`src/ifu_settings.svh`:
```
`ifndef IFU_SETTINGS_SVH
`define IFU_SETTINGS_SVH

// first fetch address after reset.
`define IFU_PC_RESET 32'h1c00_0000

// andi r0, r0, 0.
`define IFU_INST_NOP 32'h0340_0000

// packets held in the fetch buffer, 2, 4 or 8.
`define IFU_BUF_DEPTH 4

// exception codes carried in fetch packets.
`define IFU_ECODE_ADEF 7'h08
`define IFU_ECODE_IFE  7'h0f

`endif
```
`src/ifu_pkg.sv`:
```
`default_nettype none

package ifu_pkg;

    // bit 0 marks inst0 valid, bit 1 marks inst1 valid.
    typedef logic [1:0] slot_mask_t;

    // one memory access worth of instructions, or one fault.
    typedef struct packed {
        logic [31:0] pc;
        slot_mask_t  slot_valid;
        logic [31:0] inst0;
        logic [31:0] inst1;
        logic [31:0] badv;
        logic [6:0]  ecode;
        logic        excp_flag;
    } fetch_pkt_t;

endpackage

`default_nettype wire

```
`src/fetch_if.sv`:
```
`timescale 1ns/1ps
`default_nettype none

interface fetch_if import ifu_pkg::*; ();

    logic       valid;
    logic       ready;
    fetch_pkt_t pkt;

    modport source (
        output valid,
        output pkt,
        input  ready
    );

    modport sink (
        input  valid,
        input  pkt,
        output ready
    );

endinterface

`default_nettype wire

```
`src/fetch_unit.sv`:
```
`timescale 1ns/1ps
`default_nettype none

module fetch_unit (
    input  logic        clk,
    input  logic        rstn,
    input  logic        redirect,
    input  logic [31:0] redirect_pc,
    output logic        imem_req,
    output logic [31:0] imem_addr,
    input  logic        imem_rvalid,
    input  logic [31:0] imem_rdata0,
    input  logic [31:0] imem_rdata1,
    input  logic        imem_err,
    output logic        inst_valid,
    input  logic        inst_ready,
    output logic [31:0] inst_pc,
    output logic [31:0] inst_word,
    output logic        inst_excp_flag,
    output logic [6:0]  inst_ecode
);

    fetch_if if1_bus ();
    fetch_if reg_bus ();
    fetch_if buf_bus ();

    pc_gen pc_gen_i (
        .clk         (clk),
        .rstn        (rstn),
        .redirect    (redirect),
        .redirect_pc (redirect_pc),
        .imem_req    (imem_req),
        .imem_addr   (imem_addr),
        .imem_rvalid (imem_rvalid),
        .imem_rdata0 (imem_rdata0),
        .imem_rdata1 (imem_rdata1),
        .imem_err    (imem_err),
        .out         (if1_bus.source)
    );

    if1_fifo_reg if1_fifo_reg_i (
        .clk      (clk),
        .rstn     (rstn),
        .redirect (redirect),
        .in       (if1_bus.sink),
        .out      (reg_bus.source)
    );

    fetch_buffer fetch_buffer_i (
        .clk      (clk),
        .rstn     (rstn),
        .redirect (redirect),
        .in       (reg_bus.sink),
        .out      (buf_bus.source)
    );

    inst_issue inst_issue_i (
        .clk            (clk),
        .rstn           (rstn),
        .redirect       (redirect),
        .in             (buf_bus.sink),
        .inst_valid     (inst_valid),
        .inst_ready     (inst_ready),
        .inst_pc        (inst_pc),
        .inst_word      (inst_word),
        .inst_excp_flag (inst_excp_flag),
        .inst_ecode     (inst_ecode)
    );

endmodule

`default_nettype wire

```
`src/inst_issue.sv`:
```
`timescale 1ns/1ps
`default_nettype none

`include "ifu_settings.svh"

module inst_issue import ifu_pkg::*; (
    input  logic        clk,
    input  logic        rstn,
    input  logic        redirect,
    fetch_if.sink       in,
    output logic        inst_valid,
    input  logic        inst_ready,
    output logic [31:0] inst_pc,
    output logic [31:0] inst_word,
    output logic        inst_excp_flag,
    output logic [6:0]  inst_ecode
);

    logic       slot_q;
    logic       cur_slot;
    logic       last_slot;
    logic       excp;
    fetch_pkt_t head;

    assign head = in.pkt;
    assign excp = head.excp_flag;

    // slot 0 is passed over once issued or when the mask leaves it empty.
    assign cur_slot  = slot_q || !head.slot_valid[0];
    assign last_slot = excp || cur_slot || !head.slot_valid[1];

    // the head packet leaves with its final instruction.
    assign in.ready = inst_ready && last_slot;

    assign inst_valid     = in.valid && !redirect;
    assign inst_pc        = excp ? head.badv : head.pc + {29'd0, cur_slot, 2'b00};
    assign inst_word      = excp ? `IFU_INST_NOP : (cur_slot ? head.inst1 : head.inst0);
    assign inst_excp_flag = excp;
    assign inst_ecode     = head.ecode;

    always_ff @(posedge clk or negedge rstn) begin
        if (!rstn) begin
            slot_q <= 1'b0;
        end else if (redirect) begin
            slot_q <= 1'b0;
        end else if (inst_valid && inst_ready) begin
            slot_q <= !last_slot;
        end
    end

endmodule

`default_nettype wire

```
`src/fetch_buffer.sv`:
```
`timescale 1ns/1ps
`default_nettype none

`include "ifu_settings.svh"

module fetch_buffer import ifu_pkg::*; (
    input  logic    clk,
    input  logic    rstn,
    input  logic    redirect,
    fetch_if.sink   in,
    fetch_if.source out
);

    localparam int DEPTH = `IFU_BUF_DEPTH;
    localparam int PTR_W = (DEPTH > 1) ? $clog2(DEPTH) : 1;
    localparam int CNT_W = $clog2(DEPTH + 1);

    fetch_pkt_t       mem [DEPTH];
    logic [PTR_W-1:0] wr_ptr;
    logic [PTR_W-1:0] rd_ptr;
    logic [CNT_W-1:0] count;
    logic             push;
    logic             pop;

    function automatic logic [PTR_W-1:0] ptr_next(input logic [PTR_W-1:0] p);
        logic [PTR_W-1:0] nxt;
        // wraps back to entry 0 after the last entry.
        nxt = (p == PTR_W'(DEPTH - 1)) ? '0 : p + 1'b1;
        return nxt;
    endfunction

    assign in.ready  = count != CNT_W'(DEPTH);
    assign out.valid = count != '0;
    assign out.pkt   = mem[rd_ptr];

    assign push = in.valid && in.ready;
    assign pop  = out.valid && out.ready;

    always_ff @(posedge clk) begin
        if (push) begin
            mem[wr_ptr] <= in.pkt;
        end
    end

    always_ff @(posedge clk or negedge rstn) begin
        if (!rstn) begin
            wr_ptr <= '0;
            rd_ptr <= '0;
            count  <= '0;
        end else if (redirect) begin
            wr_ptr <= '0;
            rd_ptr <= '0;
            count  <= '0;
        end else begin
            if (push) begin
                wr_ptr <= ptr_next(wr_ptr);
            end
            if (pop) begin
                rd_ptr <= ptr_next(rd_ptr);
            end
            case ({push, pop})
                2'b10:   count <= count + 1'b1;
                2'b01:   count <= count - 1'b1;
                default: count <= count;
            endcase
        end
    end

endmodule

`default_nettype wire

```
`src/if1_fifo_reg.sv`:
```
`timescale 1ns/1ps
`default_nettype none

`include "ifu_settings.svh"

module if1_fifo_reg import ifu_pkg::*; (
    input  logic    clk,
    input  logic    rstn,
    input  logic    redirect,
    fetch_if.sink   in,
    fetch_if.source out
);

    localparam fetch_pkt_t EMPTY_PKT = '{
        pc:         32'h0,
        slot_valid: 2'b00,
        inst0:      `IFU_INST_NOP,
        inst1:      `IFU_INST_NOP,
        badv:       32'h0,
        ecode:      7'h00,
        excp_flag:  1'b0
    };

    logic       valid_q;
    fetch_pkt_t pkt_q;
    logic       load;
    logic       drain;

    // take a new packet when empty or when the current one leaves now.
    assign in.ready = !valid_q || out.ready;
    assign load     = in.valid && in.ready;
    assign drain    = !in.valid && out.ready;

    assign out.valid = valid_q;
    assign out.pkt   = pkt_q;

    always_ff @(posedge clk or negedge rstn) begin
        if (!rstn) begin
            valid_q <= 1'b0;
        end else if (redirect) begin
            valid_q <= 1'b0;
        end else if (load) begin
            valid_q <= 1'b1;
        end else if (out.ready) begin
            valid_q <= 1'b0;
        end
    end

    // stalled output keeps the entry as it is.
    always_ff @(posedge clk) begin
        if (redirect || drain) begin
            pkt_q <= EMPTY_PKT;
        end else if (load) begin
            pkt_q <= in.pkt;
        end
    end

endmodule

`default_nettype wire

```
`src/pc_gen.sv`:
```
`timescale 1ns/1ps
`default_nettype none

`include "ifu_settings.svh"

module pc_gen import ifu_pkg::*; (
    input  logic        clk,
    input  logic        rstn,
    input  logic        redirect,
    input  logic [31:0] redirect_pc,
    output logic        imem_req,
    output logic [31:0] imem_addr,
    input  logic        imem_rvalid,
    input  logic [31:0] imem_rdata0,
    input  logic [31:0] imem_rdata1,
    input  logic        imem_err,
    fetch_if.source     out
);

    logic        run;
    logic [31:0] pc;
    logic        waiting;
    logic        drop;
    logic        halted;
    logic        pkt_valid;
    fetch_pkt_t  pkt;
    logic [31:0] pc_pair;
    logic        misaligned;
    logic        idle;
    logic        adef_start;
    logic        rsp_take;

    assign pc_pair    = {pc[31:3], 3'b000};
    assign misaligned = pc[1:0] != 2'b00;
    // free to act with nothing in flight and no packet waiting downstream.
    assign idle       = run && !waiting && !pkt_valid && !halted && !redirect;
    assign adef_start = idle && misaligned;
    assign rsp_take   = imem_rvalid && waiting && !drop && !redirect;

    assign imem_req  = idle && !misaligned;
    assign imem_addr = pc_pair;

    assign out.valid = pkt_valid;
    assign out.pkt   = pkt;

    always_ff @(posedge clk or negedge rstn) begin
        if (!rstn) begin
            run       <= 1'b0;
            pc        <= `IFU_PC_RESET;
            waiting   <= 1'b0;
            drop      <= 1'b0;
            halted    <= 1'b0;
            pkt_valid <= 1'b0;
        end else begin
            run <= 1'b1;
            if (redirect) begin
                pc        <= redirect_pc;
                halted    <= 1'b0;
                pkt_valid <= 1'b0;
                // a response still owed by memory belongs to the old path.
                waiting   <= waiting && !imem_rvalid;
                drop      <= waiting && !imem_rvalid;
            end else begin
                if (out.valid && out.ready) begin
                    pkt_valid <= 1'b0;
                end
                if (imem_req) begin
                    waiting <= 1'b1;
                end
                if (adef_start) begin
                    pkt_valid <= 1'b1;
                    halted    <= 1'b1;
                end
                if (imem_rvalid && waiting) begin
                    waiting <= 1'b0;
                    drop    <= 1'b0;
                end
                if (rsp_take) begin
                    pkt_valid <= 1'b1;
                    if (imem_err) begin
                        halted <= 1'b1;
                    end else begin
                        pc <= pc_pair + 32'd8;
                    end
                end
            end
        end
    end

    always_ff @(posedge clk) begin
        if (adef_start) begin
            pkt.pc         <= pc_pair;
            pkt.slot_valid <= 2'b01;
            pkt.inst0      <= 32'h0;
            pkt.inst1      <= 32'h0;
            pkt.badv       <= pc;
            pkt.ecode      <= `IFU_ECODE_ADEF;
            pkt.excp_flag  <= 1'b1;
        end else if (rsp_take) begin
            pkt.pc         <= pc_pair;
            // a target in the upper word skips slot 0.
            pkt.slot_valid <= (imem_err || !pc[2]) ? {!imem_err, 1'b1} : 2'b10;
            pkt.inst0      <= imem_rdata0;
            pkt.inst1      <= imem_rdata1;
            pkt.badv       <= imem_err ? pc_pair : 32'h0;
            pkt.ecode      <= imem_err ? `IFU_ECODE_IFE : 7'h00;
            pkt.excp_flag  <= imem_err;
        end
    end

endmodule

`default_nettype wire

```
`config.mk`:
```
export PLATFORM = sky130hd
export DESIGN_NAME = fetch_unit
export DESIGN_NICKNAME = d
export VERILOG_FILES = /design/src/ifu_pkg.sv /design/src/fetch_if.sv /design/src/fetch_unit.sv /design/src/inst_issue.sv /design/src/fetch_buffer.sv /design/src/if1_fifo_reg.sv /design/src/pc_gen.sv
export VERILOG_INCLUDE_DIRS = /design/src /design/src/src
export SDC_FILE = /design/constraint.sdc
export NUM_CORES = 1
export LEC_CHECK = 0
export ABC_AREA = 1
export BUFFER_PORTS_ARGS = -buffer_cell sky130_fd_sc_hd__buf_2
export CORE_AREA = 2 2 342 344
export CTS_BUF_LIST = sky130_fd_sc_hd__clkbuf_16
export DETAILED_ROUTE_END_ITERATION = 10
export DIE_AREA = 0 0 344 346
export HOLD_SLACK_MARGIN = 0.06
export PLACE_DENSITY = 0.42
export SLEW_MARGIN = 15
export SYNTH_ARGS = -nofsm -noshare
export SYNTH_HDL_FRONTEND = slang
export SYNTH_SLANG_ARGS = --single-unit
```
`constraint.sdc`:
```
create_clock -name clk -period 9.3 [get_ports clk]
set_input_delay 1.395 -clock clk [delete_from_list [all_inputs] [get_ports clk]]
set_output_delay 1.395 -clock clk [all_outputs]
set_load 0.1 [all_outputs]
```
Yosys cells after proc, flatten, opt, wreduce, memory -nomap -nowiden

Memory sizes are Yosys's and may differ from the RTL's.
Cells that the tools add are included.

Output and inout port bits: 106
Register bits: 316
RAM bits: 540
Bits of input ports: 102
Memories: 1
Logic and storage cells: 126

Memory list:

| memory             | depth | width | read ports | clocked after Yosys merged registers in | wr ports | RTL line           | RTL |
|---|---|---|---|---|---|---|---|
| fetch_buffer_i.mem | 4     | 135   | 1          | 0                                       | 1        | fetch_buffer.sv:18 | `fetch_pkt_t mem [DEPTH];` |

Eq/ne operators: 6
Add/sub/neg operators: 6
Muxes and demuxes: 39
Reduce and logical (&&, ||, !) cells: 49

Operator list:

| cell                    | number |
|---|---|
| $mux W138               | 2 |
| $mux W32                | 7 |
| $add A32 B3 Y32         | 1 |
| $add A32 B4 Y32 const B | 1 |
| $mux W1                 | 20 |
| $logic_and A1 B1 Y1     | 17 |
| $mux W2                 | 7 |
| $reduce_bool A2 Y1      | 7 |
| $logic_not A1 Y1        | 13 |
| $reduce_bool A3 Y1      | 4 |
| $eq A2 B2 Y1 const B    | 3 |
| $logic_or A1 B1 Y1      | 6 |
| $pmux W3 S2             | 1 |
| $add A2 B1 Y2 const B   | 2 |
| $mux W4                 | 1 |
| $reduce_bool A4 Y1      | 1 |
| $add A3 B1 Y3 const B   | 1 |
| $mux W3                 | 1 |
| $ne A3 B3 Y1 const B    | 1 |
| $sub A3 B1 Y3 const B   | 1 |
| $eq A2 B1 Y1 const B    | 1 |
| $ne A2 B2 Y1 const B    | 1 |
| $reduce_and A2 Y1       | 1 |

Longest topological paths before layout

Gate-level depths: netlist (run 1).

Depth after elaboration: 10
Mapped depth: 14
Gate-level depth less buffers: 13

Cells and area by module

Synthesis (run 1) repeated with hierarchy kept, for this count alone.

Cell total of the unflattened synthesis: 3536
Area, all modules: 36110.9 um^2

By module, submodules not included:

| module       | times used | area an instance (um^2) | cells an instance | sequential area each (um^2) |
|---|---|---|---|---|
| fetch_buffer | 1          | 20977.6                 | 1398              | 16751.1 |
| pc_gen       | 1          | 7164.4                  | 836               | 4122.7 |
| if1_fifo_reg | 1          | 6109.6                  | 898               | 2787.7 |
| inst_issue   | 1          | 1859.3                  | 404               | 25.0 |

Worst setup path after synthesis (run 1)

OpenSTA, ideal clock, no wires.

Path kind: register to register
Start point: register fetch_buffer_i.count[0]
End point: memory fetch_buffer_i.mem[0][100] in the netlist's numbering (enable)
Period minus slack after synthesis: 6.707 ns
Setup time: 0.619 ns
Cell stages (with the launch flop): 5
Slack: 2.593 ns
Arrival time: 6.088 ns
Path buffers: 0
Required time: 8.681 ns
Cells stage by stage: dfrtp_1 -> nor2_1 -> nand2_1 -> nand2_1 -> nor2_1

Longest elaborated chain between the ends: 4

Ends and longest elaborated chain:

| what                          | RTL line           | RTL |
|---|---|---|
| from (decl)                   | fetch_buffer.sv:21 | `logic [CNT_W-1:0] count;` |
| from (signal assigned)        | fetch_buffer.sv:62 | `2'b10: count <= count + 1'b1;` |
| from (signal assigned)        | fetch_buffer.sv:63 | `2'b01: count <= count - 1'b1;` |
| from (signal assigned)        | fetch_buffer.sv:64 | `default: count <= count;` |
| $ne A3 B3 Y1                  | fetch_buffer.sv:32 | `assign in.ready = count != CNT_W'(DEPTH);` |
| $logic_and A1 B1 Y1           | fetch_buffer.sv:36 | `assign push = in.valid && in.ready;` |
| $mux W1                       | fetch_buffer.sv:40 | `if (push) begin` |
| $mux W1 (implied by the code) | fetch_buffer.sv:41 | `mem[wr_ptr] <= in.pkt;` |
| to (decl)                     | fetch_buffer.sv:18 |  |

Every way passes these cells.

Final worst setup path (run 1)

Start point: register fetch_buffer_i.rd_ptr[0]
End point: output port inst_word[31]

Longest elaborated chain between the ends: 5

Ends and longest elaborated chain:

| what                   | RTL line           | RTL |
|---|---|---|
| from (decl)            | fetch_buffer.sv:20 | `logic [PTR_W-1:0] rd_ptr;` |
| from (signal assigned) | fetch_buffer.sv:59 | `rd_ptr <= ptr_next(rd_ptr);` |
| $mem_v2 Z4 W135 (*)    | n/a                |  |
| $logic_not A1 Y1       | inst_issue.sv:29   | `assign cur_slot = slot_q \|\| !head.slot_valid[0];` |
| $logic_or A1 B1 Y1     | inst_issue.sv:29   |  |
| $mux W32               | inst_issue.sv:37   | `` assign inst_word = excp ? `IFU_INST_NOP : (cur_slot ? head.inst1 : head.inst0); `` |
| $mux W32 (*)           | inst_issue.sv:37   |  |
| to (decl)              | fetch_unit.sv:18   | `output logic [31:0] inst_word,` |

Every way passes the cells marked *; elsewhere a longest branch is shown, timed or not.

==> out/qor.yml, run 1 <==
status:
  status: "finished clean"
clock_tree:
  clock_latency_ns: 0.66
  cts_setup_buffers: 0
  cts.sinks: 820
  cts_buffers: 87
  cts_tree: "done"
  cts-resized-gates: 0
  htreeDepth: 3
  clock_path_buffers: 3
  ctsRootBufferMaster: "clkbuf_16"
  path_clk_slew_ns: 0.06
  cts_hold_buf: 0
sta:
  finClkSkew_ns: 0.0289
  worstMarginPinSlew_ns: 1.07
  setup_viol: 0
  finalSetupTns_ns: 0
  setup_ws_ns: 2.99
  finalCriticalPeriod_ns: 6.31
  hold_viol_final: 0
  relSlewSlack_pct: 28.8
  report.final.slew_viol_count: 0
  rsz0062_at_grt: "no"
  timing.final.crit_share_pct: 67.9
  clock.fmax_mhz: 158
global_route:
  antenna_found_initial: 7
  use_met2_pct: 24.6
  grt-busiest-layer: "met2"
  grt_use_total_pct: 15.7
  grt-ovfl-total: 0
  grt_max_degree: 127
  grt_pass1_wl_mm: 141
  grt_util_met3_pct: 2.54
  grt_pass1_vias: 20800
  grt_use_met1_pct: 22.1
synthesis:
  ys.flop_type: "edfxtp_1"
  syn_inst: 2924
  synth_area_um2: 32000
  synth_seq_cells: 820
  ys_warn_count: 0
  synthArstFlopShare_pct: 5.61
  synth-seq-area-share_pct: 70.0
  synth_cell_types: 46
  avgSynthCellArea_um2: 11.0
  synth_edf_count: 577
routing:
  drc: 0
  initialDrtViolationCount: 1247
  via_count: 21200
  ant_nets: 0
  routed_wl_mm: 94.0
  wl_per_cell_um: 20.3
  first_pass_iters: 5
  viasPerCell: 4.57
floorplan:
  die_area_um2: 119000
  start_util_pct: 27.8
  core_um2: 115000
  rows: 125
  die_h_um: 346
  ios: 208
  fp.dieW_um: 344
power_and_ir_drop:
  power-per-cell-area_nw_per_um2: 335
  irDropWorstVdd_uv: 355
  p_leak_uw: 0.0136
  fin_total_pwr_uw: 12400
worst_setup_path:
  worst_setup_path_start_kind: "register"
  worst-path-max-fanout: 126
  critPathKind: "reg -> out"
  crit_required_ns: 7.91
  critical_path_arrival_ns: 4.92
  cp-end-kind: "primary output"
layout:
  layout_commonest_cell: "nor2_1"
  design_area_um2: 37000
  drive_above_1_share_pct: 12.7
  syn_to_final_growth_pct: 15.4
  fin_nets: 3148
  final_cell_mix: "nor2_1 (593), edfxtp_1 (577), nand2_1 (458)"
placed_design:
  gp_congestion: 0.780
  post_dp_cell_area_um2: 34200
  pre_cts_slack_ns: 3.60
  port_buffers: 201
  dp_hpwl_mm: 53.5
min_path:
  hp-class: "reg -> reg"
run:
  maxCapViolCount: 0
-- cell usage after synthesis (16+ instances only) --
cell      count  area (um^2)
buf_4        49          368
buf_2        90          450
o22ai_1      45          282
a31oi_1      30          188
a32o_1       29          290
o21ai_0     294         1470
nand3_1     127          636
nor2_1      597         2240
nand2_1     459         1720
clkbuf_1     63          236
edfxtp_1    577        17300
nor3_1       16         80.1
dfxtp_1     197         3940
inv_1        76          285
a21oi_1     134          671
dfrtp_1      43         1080
-- power breakdown --
group | total, uW | internal, uW | leakage [uW] | switching (uW)
combinational | 4660 | 777 | 0.00421 | 3880
sequential | 4330 | 4150 | 0.00792 | 182
clock | 3390 | 1920 | 0.00144 | 1470
-- stage by stage --
step           hold WS (ns)  instances  util, %
6_report              0.453       4640     32.0
5_1_grt               0.470       4640     32.0
4_1_cts               0.459       4638     32.0
3_5_place_dp          0.444       4474     29.6
3_3_place_gp          0.444       4474     29.6
2_1_floorplan         0.423       2929        -
-- cells by family after synthesis --
group                    Yosys count  share of synthesized area, %
other                              2                        0.0234
AND/OR/NAND/NOR                 1233                          15.4
AO/OA/AOI/OAI                    554                          9.58
buffers and inverters            301                          4.49
XOR/XNOR                           7                         0.191
flip-flops                       820                          70.0
adder cells (fa/ha/maj)            7                         0.297
-- worst max-delay path, stage by stage, from the launching register on --
cell     delay (ns)
dfrtp_4        0.95
inv_8          0.41
nand2_1        0.17
nand3_1        0.11
nand2_2        0.16
buf_4          0.62
inv_1          0.30
nor2_4         0.16
buf_4          0.47
a32o_1         0.31
buf_2          0.44
-- registers in the layout, summed over array words and instances (netlist names), 2 cells and up --
| name | flops |
|---|---|
| fetch_buffer_i.count | 3 |
| fetch_buffer_i.mem | 516 |
| fetch_buffer_i.rd_ptr | 2 |
| fetch_buffer_i.wr_ptr | 2 |
| if1_fifo_reg_i.out.pkt | 129 |
| pc_gen_i.out.pkt | 129 |
| pc_gen_i.pc | 32 |
-- metal layers --
| layer | vias up | wire length [um] |
|---|---|---|
| met5 | - | 0 |
| met4 | 0 | 2090 |
| met3 | 111 | 3820 |
| met2 | 415 | 43500 |
| met1 | 10400 | 44600 |
| li1 | 10300 | - |
-- final timing paths --
| check | start | to | slack (ns) | cells past startpoint |
|---|---|---|---|---|
| worst min register to register | pc_gen_i.out.pkt[3] | pc_gen_i.out.pkt[3] | 0.45 | 2 |
| worst max-delay path | fetch_buffer_i.rd_ptr[0] | inst_word[31] | 2.99 | 10 |
| max in group asynchronous | rstn | fetch_buffer_i.rd_ptr[0] | 7.85 | 2 |
| worst min-delay path | pc_gen_i.out.pkt[3] | pc_gen_i.out.pkt[3] | 0.45 | 2 |
| min in group asynchronous | rstn | pc_gen_i.pc[16] | 0.87 | 2 |
| worst max register to register | fetch_buffer_i.rd_ptr[0] | fetch_buffer_i.count[1] | 5.63 | 11 |
-- layout make-up --
class	instances	area, um^2
Fill cell	11900	78400
Tap cell	1524	1910
Clock buffer	88	2200
Inverter	84	329
Antenna cell	2	5.00
Multi-Input combinational cell	1808	8250
Timing Repair Buffer	238	1280
Sequential cell	820	22400
Clock inverter	76	571
Note: power is estimated with default switching activity, not from simulation.
==> inputs of run 2 (changes only) <==
- PLACE_DENSITY: 0.42 -> 0.43
- clock period: 9.3 -> 5.4 ns (I/O delays scaled with it)
==> run 2 against run 1 <==
Net effect: worst setup slack got worse by 2.5 ns; cell area rose by 1.4%; utilization rose by 0.45 points; hold slack got worse by 0.15 ns; critical endpoint is now inst_word[22]; critical path type unchanged; flip-flop and latch count did not move; via count rose by 0.21%; largest cell class unchanged; sequential power rose by 73%; clock skew fell by 0.0052 ns.
==> out/qor.yml, run 2 (synthesis results as in run 1) <==
status:
  status: "finished clean"  # unchanged
routing:
  initialDrtViolationCount: 1211  # was 1247
  routed_wl_mm: 92.7  # was 94.0 mm
  drc: 0  # unchanged
  wl_per_cell_um: 20.0  # was 20.3 um
  ant_nets: 0  # unchanged
  first_pass_iters: 5  # unchanged
  viasPerCell: 4.58  # was 4.57
  via_count: 21300  # was 21.2k
clock_tree:
  htreeDepth: 3  # unchanged
  clock_latency_ns: 0.65  # was 0.66 ns
  cts_tree: "done"  # unchanged
  cts_buffers: 87  # unchanged
  cts.sinks: 820  # unchanged
  path_clk_slew_ns: 0.06  # about the same
  ctsRootBufferMaster: "clkbuf_16"  # unchanged
  cts-resized-gates: 0  # unchanged
  cts_setup_buffers: 0  # unchanged
  clock_path_buffers: 3  # unchanged
  cts_hold_buf: 0  # unchanged
layout:
  fin_nets: 3148  # unchanged
  drive_above_1_share_pct: 12.8  # was 12.7%
  final_cells: 4638  # was 4640
  register_area_um2: 22400  # unchanged
  multi_input_area_um2: 8250  # unchanged
  syn_to_final_growth_pct: 17.0  # was 15.4%
  num-fill-cells: 11800  # was 11.9k
  regMostFlops: "fetch_buffer_i.mem"  # unchanged
  largest_reg_flops: 516  # unchanged
  layout_commonest_cell: "nor2_1"  # unchanged
  top_regs: "fetch_buffer_i.mem (516), if1_fifo_reg_i.out.pkt (129), pc_gen_i.out.pkt (129)"  # unchanged
  final_cell_mix: "nor2_1 (593), edfxtp_1 (577), nand2_1 (458)"  # unchanged
sta:
  relSlewSlack_pct: 31.1  # was 28.8%
  worstMarginPinSlew_ns: 1.03  # was 1.07 ns
  finClkSkew_ns: 0.0237  # was 0.0289 ns
  timing.final.crit_share_pct: 91.8
  clock.fmax_mhz: 202
  rsz0062_at_grt: "no"  # unchanged
  finalCriticalPeriod_ns: 4.96
  hold_ws_ns: 0.301  # was 0.453 ns
  report.final.slew_viol_count: 0  # unchanged
  setup_viol: 0  # unchanged
  finalSetupTns_ns: 0  # unchanged
  hold_viol_final: 0  # unchanged
global_route:
  grt_max_degree: 130  # was 127
  antenna_found_initial: 8  # was 7
  grt-ovfl-total: 0  # unchanged
  grt_use_total_pct: 15.4  # was 15.7%
  grt_pass1_wl_mm: 139  # was 141 mm
  grt_pass1_vias: 21200  # was 20.8k
power_and_ir_drop:
  p_leak_uw: 0.0137  # was 0.0136 uW
  irDropWorstVdd_uv: 647  # was 355 uV
  fin_total_pwr_uw: 21900  # was 12400 uW
  power-per-cell-area_nw_per_um2: 584  # was 335 nW/um^2
floorplan:
  ios: 208  # unchanged
  die_h_um: 346  # unchanged
  start_util_pct: 27.8  # unchanged
  fp.dieW_um: 344  # unchanged
  die_area_um2: 119000  # unchanged
  core_um2: 115000  # unchanged
  rows: 125  # unchanged
placed_design:
  port_buffers: 201  # unchanged
  dp_hpwl_mm: 53.2  # was 53.5 mm
  placedCellCount: 4474  # unchanged
  gp_congestion: 0.799  # was 0.780
worst_setup_path:
  worst-path-max-fanout: 48  # was 126
  critical_path_arrival_ns: 4.15  # was 4.92 ns
  r2r-start: "fetch_buffer_i.rd_ptr[0]"  # unchanged
  worst_setup_path_start_kind: "register"  # unchanged
  cp-end-kind: "primary output"  # unchanged
  critPathKind: "reg -> out"  # unchanged
  cp-startpoint: "fetch_buffer_i.rd_ptr[0]"  # unchanged
  crit_required_ns: 4.59  # was 7.91 ns
min_path:
  hp-class: "in -> async"  # was reg -> reg
run:
  maxCapViolCount: 0  # unchanged
-- run 2: through the flow --
step | setup WS (ns) | utilization, % | cell area [um^2]
after floorplan | -1.31 | - | 32100
after global routing | 0.0958 | 32.5 | 37500
after detailed placement | 1.02 | 30.1 | 34700
after global placement | 1.04 | 30.1 | 34700
after CTS | 0.302 | 32.5 | 37500
final | 0.441 | 32.5 | 37500
-- run 2: final cells by class --
cell class	count	area share, %
antenna	1	0.00667
clock buffer	88	5.87
clock inverter	75	1.46
inverter	84	0.888
multi-input combinational	1808	22.0
sequential	820	59.8
tap	1524	5.09
timing repair buffer	238	4.86
-- run 2: worst paths after layout --
path,endpoint,slack (ns),cells after the start
worst max-delay path,inst_word[22],0.44,10
worst min-delay path,pc_gen_i.pc[10],0.30,2
worst max register to register,fetch_buffer_i.count[2],1.70,13
worst min register to register,if1_fifo_reg_i.out.pkt[62],0.45,2
max in group asynchronous,fetch_buffer_i.rd_ptr[0],4.55,2
min in group clk,pc_gen_i.pc[0],0.37,3
-- run 2: report_power, final --
part / internal, uW / switching, uW / leakage (uW)
clock network: 3260 / 2500 / 0.00143
logic: 1930 / 6730 / 0.00434
registers: 7140 / 334 / 0.00792
total: 12300 / 9570 / 0.0137
-- run 2: critical path: stages (launching register included) --
cell,delay [ns]
dfrtp_4,0.86
buf_4,0.57
nand2_1,0.11
nand2_1,0.09
nand2_1,0.06
nand2_1,0.13
nand2_1,0.15
nand2_2,0.71
inv_1,0.10
a32oi_1,0.23
buf_2,0.47
-- run 2: metal layers --
layer	up-vias	share of wire (%)	track usage, %
met4	4	1.9	3.84
met1	10400	47	21.3
met5	-	0.029	0
met3	109	3.9	2.39
li1	10300	-	-
met2	373	47	25.2
